$ cat src/plru_pkg.sv
// Shared sizes and types for the micro-TLB pseudo-LRU replacement logic
// Every RTL file refers to these by scoped name
package plru_pkg;

  // --------------------
  // Sizes
  // --------------------

  // TLB entries covered by the tree
  localparam int ENTRY_NUM = 16;

  // Bits in an entry number
  localparam int IDX_W     = $clog2(ENTRY_NUM);

  // Internal nodes of a full binary tree over ENTRY_NUM leaves
  localparam int NODE_NUM  = ENTRY_NUM - 1;

  // --------------------
  // Vector types
  // --------------------

  // One bit per entry, used for valid flags, hits and the refill number
  typedef logic [ENTRY_NUM-1:0] entry_mask_t;

  // Encoded entry number
  typedef logic [IDX_W-1:0]     entry_idx_t;

  // Node bits in heap order, node n has children 2n+1 and 2n+2
  typedef logic [NODE_NUM-1:0]  plru_node_t;

  // --------------------
  // Grouped signals
  // --------------------

  // Read hit from the TLB lookup
  typedef struct packed {
    logic        vld;
    entry_mask_t mask;
  } hit_req_t;

  // Request to move the tree away from one entry
  typedef struct packed {
    logic       updt;
    entry_idx_t idx;
  } tree_access_t;

endpackage
$ cat src/utlb_plru.sv
// Top level of the micro-TLB pseudo-LRU replacement logic
// Read hits and refill completions update the tree, and ref_num
// names the entry for the next refill
module utlb_plru (
  input  logic                  lru_clk,
  input  logic                  cpurst_b,
  input  plru_pkg::entry_mask_t entry_vld,
  input  plru_pkg::hit_req_t    read_hit,
  input  logic                  refill_on,
  input  logic                  refill_vld,
  output plru_pkg::entry_mask_t ref_num
);

  plru_pkg::tree_access_t read_access;
  plru_pkg::tree_access_t fill_access;
  plru_pkg::entry_idx_t   victim_idx;

  // --------------------
  // Hit path
  // --------------------
  hit_encoder i_hit_encoder (
    .lru_clk     (lru_clk),
    .cpurst_b    (cpurst_b),
    .read_hit    (read_hit),
    .read_access (read_access)
  );

  // --------------------
  // Node state
  // --------------------
  plru_tree i_plru_tree (
    .lru_clk     (lru_clk),
    .cpurst_b    (cpurst_b),
    .read_access (read_access),
    .fill_access (fill_access),
    .victim_idx  (victim_idx)
  );

  // --------------------
  // Refill path
  // --------------------
  refill_select i_refill_select (
    .lru_clk     (lru_clk),
    .cpurst_b    (cpurst_b),
    .entry_vld   (entry_vld),
    .refill_on   (refill_on),
    .refill_vld  (refill_vld),
    .victim_idx  (victim_idx),
    .ref_num     (ref_num),
    .fill_access (fill_access)
  );

endmodule

$ cat src/refill_select.sv
// Refill entry choice for the micro-TLB
// Prefers the lowest invalid entry, otherwise takes the tree victim;
// the choice is held from refill_on until the next one
module refill_select (
  input  logic                   lru_clk,
  input  logic                   cpurst_b,
  input  plru_pkg::entry_mask_t  entry_vld,
  input  logic                   refill_on,
  input  logic                   refill_vld,
  input  plru_pkg::entry_idx_t   victim_idx,
  output plru_pkg::entry_mask_t  ref_num,
  output plru_pkg::tree_access_t fill_access
);

  logic                 all_vld;
  plru_pkg::entry_idx_t free_idx;
  plru_pkg::entry_idx_t choose_idx;
  plru_pkg::entry_idx_t refill_idx;

  // --------------------
  // Entry choice
  // --------------------

  assign all_vld = &entry_vld;

  // Scan downward so the lowest free entry is the last one written
  always_comb
  begin
    free_idx = '0;
    for (int i = plru_pkg::ENTRY_NUM - 1; i >= 0; i--)
    begin
      if (!entry_vld[i])
        free_idx = plru_pkg::entry_idx_t'(i);
    end
  end

  assign choose_idx = all_vld ? victim_idx : free_idx;

  // Held refill number
  always_ff @(posedge lru_clk or negedge cpurst_b)
  begin
    if (!cpurst_b)
      refill_idx <= '0;
    else if (refill_on)
      refill_idx <= choose_idx;
  end

  // --------------------
  // Outputs
  // --------------------

  // One-hot form for the TLB write select
  always_comb
  begin
    for (int i = 0; i < plru_pkg::ENTRY_NUM; i++)
    begin
      ref_num[i] = (refill_idx == plru_pkg::entry_idx_t'(i));
    end
  end

  // Refill completion moves the tree off the refilled entry
  always_comb
  begin
    fill_access.updt = refill_vld;
    fill_access.idx  = refill_idx;
  end

endmodule

$ cat src/plru_tree.sv
// Tree pseudo-LRU state for the 16-entry micro-TLB
// Holds the 15 node bits, moves the path of an accessed entry away from it
// and walks the tree to name the next victim
module plru_tree (
  input  logic                   lru_clk,
  input  logic                   cpurst_b,
  input  plru_pkg::tree_access_t read_access,
  input  plru_pkg::tree_access_t fill_access,
  output plru_pkg::entry_idx_t   victim_idx
);

  // Heap layout of the node bits
  //
  //              0
  //          /       \
  //         1         2
  //       /   \     /   \
  //      3     4   5     6
  //     / \   / \ / \   / \
  //    7  8  9 10 11 12 13 14
  //
  // Left child is direction 0, right child is direction 1

  plru_pkg::plru_node_t   nodes;
  plru_pkg::plru_node_t   nodes_nxt;
  plru_pkg::tree_access_t win_access;
  logic                   tree_updt;
  int unsigned            updt_pos;
  int unsigned            walk_pos;

  // --------------------
  // Update select
  // --------------------

  // Refill has priority over a read hit in the same cycle
  assign win_access = fill_access.updt ? fill_access : read_access;
  assign tree_updt  = fill_access.updt || read_access.updt;

  // --------------------
  // Path update
  // --------------------

  // One node per level, each set to point away from the accessed entry
  always_comb
  begin
    nodes_nxt = nodes;
    updt_pos  = 0;
    for (int lvl = 0; lvl < plru_pkg::IDX_W; lvl++)
    begin
      nodes_nxt[updt_pos] = ~win_access.idx[plru_pkg::IDX_W-1-lvl];
      updt_pos = 2 * updt_pos + 1 + 32'(win_access.idx[plru_pkg::IDX_W-1-lvl]);
    end
  end

  always_ff @(posedge lru_clk or negedge cpurst_b)
  begin
    if (!cpurst_b)
      nodes <= '0;
    else if (tree_updt)
      nodes <= nodes_nxt;
  end

  // --------------------
  // Victim walk
  // --------------------

  // Follow each node's bit from the root, MSB of the victim first
  always_comb
  begin
    victim_idx = '0;
    walk_pos   = 0;
    for (int lvl = 0; lvl < plru_pkg::IDX_W; lvl++)
    begin
      victim_idx[plru_pkg::IDX_W-1-lvl] = nodes[walk_pos];
      walk_pos = 2 * walk_pos + 1 + 32'(nodes[walk_pos]);
    end
  end

endmodule

$ cat src/hit_encoder.sv
// Read-hit front end of the pseudo-LRU
// Encodes the one-hot hit into an entry number and drops repeated hits,
// so only a hit to a new entry produces a tree access
module hit_encoder (
  input  logic                   lru_clk,
  input  logic                   cpurst_b,
  input  plru_pkg::hit_req_t     read_hit,
  output plru_pkg::tree_access_t read_access
);

  logic                 mask_onehot;
  plru_pkg::entry_idx_t raw_idx;
  plru_pkg::entry_idx_t hit_idx;
  plru_pkg::entry_idx_t last_hit_idx;

  // --------------------
  // One-hot encode
  // --------------------

  // Exactly one bit set
  assign mask_onehot = (read_hit.mask != '0)
                    && ((read_hit.mask & (read_hit.mask - 1'b1)) == '0);

  // OR of the positions of all set bits
  always_comb
  begin
    raw_idx = '0;
    for (int i = 0; i < plru_pkg::ENTRY_NUM; i++)
    begin
      if (read_hit.mask[i])
      begin
        raw_idx = raw_idx | plru_pkg::entry_idx_t'(i);
      end
    end
  end

  // Malformed masks fall back to entry 0
  assign hit_idx = mask_onehot ? raw_idx : '0;

  // --------------------
  // Repeat filter
  // --------------------

  // Tracks every valid hit, filtered or not
  always_ff @(posedge lru_clk or negedge cpurst_b)
  begin
    if (!cpurst_b)
      last_hit_idx <= '0;
    else if (read_hit.vld)
      last_hit_idx <= hit_idx;
  end

  always_comb
  begin
    read_access.updt = read_hit.vld && (hit_idx != last_hit_idx);
    read_access.idx  = hit_idx;
  end

endmodule

$ cat config.mk
export PLATFORM = sky130hd
export DESIGN_NAME = utlb_plru
export DESIGN_NICKNAME = d
export VERILOG_FILES = /design/src/plru_pkg.sv /design/src/utlb_plru.sv /design/src/refill_select.sv /design/src/plru_tree.sv /design/src/hit_encoder.sv
export SDC_FILE = /design/constraint.sdc
export NUM_CORES = 1
export LEC_CHECK = 0
export ABC_CLOCK_PERIOD_IN_PS = 5100
export BUFFER_PORTS_ARGS = -buffer_cell sky130_fd_sc_hd__buf_2
export CAP_MARGIN = 10
export CORE_MARGIN = 1
export CORE_UTILIZATION = 58
export DETAILED_ROUTE_END_ITERATION = 16
export PLACE_DENSITY = 0.86
export SKIP_LAST_GASP = 1
export SYNTH_ARGS = -nofsm -noshare
export SYNTH_HDL_FRONTEND = slang
export SYNTH_SLANG_ARGS = --single-unit
$ cat constraint.sdc
create_clock -name lru_clk -period 5.1 [get_ports lru_clk]
set_clock_uncertainty 0.05 [all_clocks]
set_input_delay 0.255 -clock lru_clk [delete_from_list [all_inputs] [get_ports lru_clk]]
set_output_delay 0.255 -clock lru_clk [all_outputs]
set_load 0.01 [all_outputs]
# == After elaboration in Yosys (flattened, before gate mapping) ==
# Index checks and enable logic that the tools add are counted.
# totals
memories,0
latch_bits,0
mem_bits_ro,0
reg_bits,23
out_inout_bits,16
in_bits,37
mem_bits_rw,0
# op_classes
n_eq_ne,16
n_shift,0
bitwise_logic,5
reduce_logical,10
add_sub_neg,11
n_mul,0
div_mod_pow,0
muxes,49
magnitude_cmp,9
# ops
cell,count
32-bit by 5-bit < comparator with 1-bit output (second input constant),6
32-bit by 1-bit adder with 32-bit output,4
32-bit by 1-bit adder with 32-bit output (second input constant),4
4-bit two-way mux,27
32-bit by 1-bit greater-or-equal comparator with 1-bit output (second input constant),3
15-bit bitwise mux,3
4-bit equality test (second input constant),8
16-bit AND,1
4-bit by 3-bit equality test with 1-bit output (second input constant),4
16-bit zero test,1
16-bit AND reduction,1
16-bit nonzero test,1
16-bit by 1-bit subtractor with 16-bit output (second input constant),1
1-bit binary-select mux with 4-bit select,3
1-bit demux with 4-bit select,3
3-bit two-way mux,4
4-bit by 2-bit equality test with 1-bit output (second input constant),2
1-bit two-way mux,7
1-bit logical AND,5
1-bit by 1-bit adder with 2-bit output (first input constant),2
4-bit by 1-bit equality test with 1-bit output (second input constant),1
4-bit zero test,1
2-bit two-way mux,2
4-bit inequality test,1
2 further kinds,5

# == Depth between registers and ports, before layout ==
# logic_depth
ltp_word,27
mapped_depth,12
depth_no_buf,11

# == Hierarchy ==
# Synthesis repeated with hierarchy kept, for this count alone.
# hier_totals
cells_unflattened,253
hier_area_um2,2212.1
# modules_own_cells
module,n_inst,cells_each,area_each_um2
plru_tree,1,114,1182.4
hit_encoder,1,69,538.0
refill_select,1,70,491.7

# == Worst setup path after synthesis ==
# OpenSTA, ideal clock, no wires.
# synth_timing
path_kind,in2reg
startpoint,input read_hit[5] in the netlist's numbering
endpoint,register i_plru_tree.nodes[12]
stages,12
slack_ps,1352
arrival_ps,3571
cell_sequence,or4_4 or3_1 a21o_1 nor4_4 nand2_1 o21a_1 ha_1 clkbuf_1 nor2_1 nor4b_1 o2111a_1 mux2_1
# synth_via
elab_chain_cells,21
# synth_rtl
item,line,text
start: declaration,utlb_plru.sv:8,"input plru_pkg::hit_req_t read_hit,"
3-bit two-way mux (3 in a row),hit_encoder.sv:30,if (read_hit.mask[i])
4-bit two-way mux (8 in a row),hit_encoder.sv:30,
4-bit two-way mux (*),hit_encoder.sv:38,assign hit_idx = mask_onehot ? raw_idx : '0;
"parallel branches: the longest is 9 deep, another holds 32-bit by 1-bit adder with 32-bit output",-,
end signal: assignment,plru_tree.sv:60,nodes <= nodes_nxt;
end: declaration,plru_tree.sv:24,plru_pkg::plru_node_t nodes;
# Every way passes the cells marked *.
# A chain may end at the register's enable or synchronous reset.

# == Worst setup path in the final report ==
# layout_timing
startpoint,input read_hit[1] in the netlist's numbering
endpoint,register i_plru_tree.nodes[12]
# layout_via
elab_chain_cells,19
# layout_rtl
item,line
1-bit two-way mux,hit_encoder.sv:30
2-bit two-way mux (2 in a row),hit_encoder.sv:30
3-bit two-way mux (4 in a row),hit_encoder.sv:30
4-bit two-way mux (8 in a row),hit_encoder.sv:30
4-bit two-way mux (*),hit_encoder.sv:38
"parallel branches: the longest is 3 deep, another holds 32-bit by 1-bit adder with 32-bit output",-
# Marked as above.

==> results_dict.tcl <==
set metrics [dict create \
    grt_antenna_before_repair 0 \
    post_drt_wl_per_cell_um 13.4 \
    synth-main-ff-cell "dfrtp_1" \
    endpoint_kind "register" \
    drt-initial-drc-count 140 \
    synth_cell_types 56 \
    crit_type "input port to register" \
    clockBufferDepth 2 \
    cts_setup_buffers 0 \
    ys_seq_elements 23 \
    grt_overflow 0 \
    io_buffers 52 \
    die_area_um2 3760 \
    drt_pass1_iterations 5 \
    viasPerCell 5.96 \
    slew_headroom_pct 52.5 \
    cp_slowest_cell "nor4_1" \
    final_common_cell "buf_2" \
    whs_ns 0.107 \
    final-setup-viol-count 0 \
    cts.sinks 23 \
    wirelength_um 4790 \
    final_layout_size_suffix_gt1_share_pct 21.2 \
    diodes 0 \
    critPathMaxFanout 10 \
    ff2ff_path_depth 6 \
    antenna_left 0 \
    cp_cell_sequence "buf_2, nor4_1, a41oi_1, a311o_1, nor4_4, nand2_1, o21a_1, ha_1, nor2_1, nor4b_1, o2111a_1, mux2_1" \
    netlist_area_um2 2040 \
    fin_tns_setup_ns 0 \
    die_w_um 61.3 \
    cp_data_arrival_time_ns 3.93 \
    cts.repair.resized 0 \
    clk_latency_ns 0.32 \
    worstMarginPinSlew_ns 0.705 \
    vdd_drop_max_uv 171 \
    hold_path.class "input port to register" \
    drc_errors 0 \
    final_cells 357 \
    syn_inst 261 \
    synth_largest_area_cell "dfrtp_1" \
    final-max-slew-violation-count 0 \
    grt_usage_pct 26.3 \
    yosysSeqAreaShare_pct 28.2 \
    htreeDepth 1 \
    num_vias 2128 \
    pin_count 53 \
    synth.net_count 306 \
    yosys-top-cells-area "dfrtp_1 28%, nand2_1 6.3%, nor2_1 5.3%, ha_1 4.9%, o21ai_0 3.7%" \
    dp_hpwl_um 3760 \
    cts_buffers 3 \
    area_growth_pct 16.3 \
    required_ns 5.27 \
    rsz0062_at_grt "false" \
    slowest_delay_ns 0.63 \
    gp_congestion 0.915 \
    start_util_pct 60.6 \
    synth_edf_count 0 \
    start_kind "input port" \
    outcome "finished, final reports clean" \
    dp.cells 352 \
    cts_tree "yes" \
    fmax_ghz 0.266 \
    syn_area_per_cell_um2 7.81 \
    min_period_over_period_pct 73.6 \
    most-common-layout-cells "52 x buf_2, 34 x nand2_1, 29 x nor2_1" \
    min_period_ns 3.75 \
    path_clk_slew_ns 0.14 \
    powerDensity_nw_per_um2 177 \
    grt_pass1_vias 1641 \
    cap_violations 0 \
    coreArea_um2 3360 \
    yosysWarnings 0 \
    power_leakage_nw 1.06 \
    cts-root-buf "clkbuf_4" \
    rows 21 \
    min_path_cells 2 \
    yosysTopAreaCellShare_pct 28.2 \
    fin_nets 357 \
    grt_pass1_wl_um 7230 \
    final_area_um2 2370 \
    die_y_um 61.3 \
    hold_viol 0 \
    postPlaceCellArea_um2 2330 \
    grt_max_degree 24 \
    async_reset_ff_share_pct 100 \
]
metrics by stage:
step           power [mW]  utilization, %  worst slack (ns)
2_1_floorplan       0.287               -              1.35
3_3_place_gp        0.332            69.4              1.17
3_5_place_dp        0.334            69.4              1.01
4_1_cts             0.421            70.5              1.37
5_1_grt             0.445            70.5             0.996
6_report            0.420            70.5              1.35
sequential cells by signal, summed over array words and instances, names as in the netlist:
name	flops
i_hit_encoder.last_hit_idx	4
i_plru_tree.nodes	15
i_refill_select.refill_idx	4
cells by family (layout without fill, tap and decap cells):
group / count (synthesis) / after routing / synth area share, %
flops: 23 / 23 / 28.2
simple gates: 124 / 124 / 30.4
buf+inv: 19 / 69 / 3.56
mux: 12 / 12 / 6.99
compound gates: 73 / 73 / 25.0
fa+ha+maj: 8 / 8 / 4.91
xor+xnor: 2 / 2 / 0.859
what timing repair did:
item                                    in CTS  in global routing
endpoints found under the setup margin       0                  0
hold buffers                                 1                  0
hold endpoints to repair                    23                  0
cells in the mapped netlist (5+ instances only):
library cell,count
nand2_1,34
nor2_1,29
dfrtp_1,23
o21ai_0,15
nor3_1,14
inv_1,10
nor4_1,10
nand3_1,9
a21oi_1,8
ha_1,8
clkbuf_1,6
mux2_1,6
o21ai_1,5
report_power, final:
part	leakage [nW]	internal [mW]	total [mW]	switching, mW
Clock	0.0177	0.0294	0.0886	0.0592
Sequential	0.297	0.197	0.211	0.0140
Combinational	0.743	0.0532	0.120	0.0673
layout make-up:
class / count / area (um2)
clock buffers: 3 / 22.5
well taps: 46 / 57.6
inverters: 11 / 41.3
multi-input cells: 219 / 1390
clock inverters: 1 / 5.00
repair buffers: 54 / 278
fillers: 292 / 992
flip-flops and latches: 23 / 576
final timing paths:
path,startpoint,endpoint,slack (ns)
worst max-delay path,read_hit[1],i_plru_tree.nodes[12],1.35
worst min-delay path,read_hit[16],i_hit_encoder.last_hit_idx[1],0.11
worst max register to register,i_refill_select.refill_idx[2],i_plru_tree.nodes[12],2.49
worst min register to register,i_plru_tree.nodes[3],i_plru_tree.nodes[3],0.45
max in group asynchronous,cpurst_b,i_refill_select.refill_idx[1],4.27
min in group asynchronous,cpurst_b,i_plru_tree.nodes[3],0.38
critical path, delay by kind of cell:
family | cells | cell delay, ns
adders and majority gates | 1 | 0.43
muxes | 1 | 0.31
buffers and inverters | 1 | 0.12
AOI/OAI and AO/OA | 4 | 1.08
and+or+nand+nor | 5 | 1.72
metal layers:
layer,vias to the layer above,share of wire [%],track usage [%]
met5,-,0,0
met3,8,5.0,4.20
met2,80,48,44.1
met4,0,1.1,8.44
met1,960,46,34.7
li1,1080,-,-
Note: power is estimated with default switching activity, not from simulation.
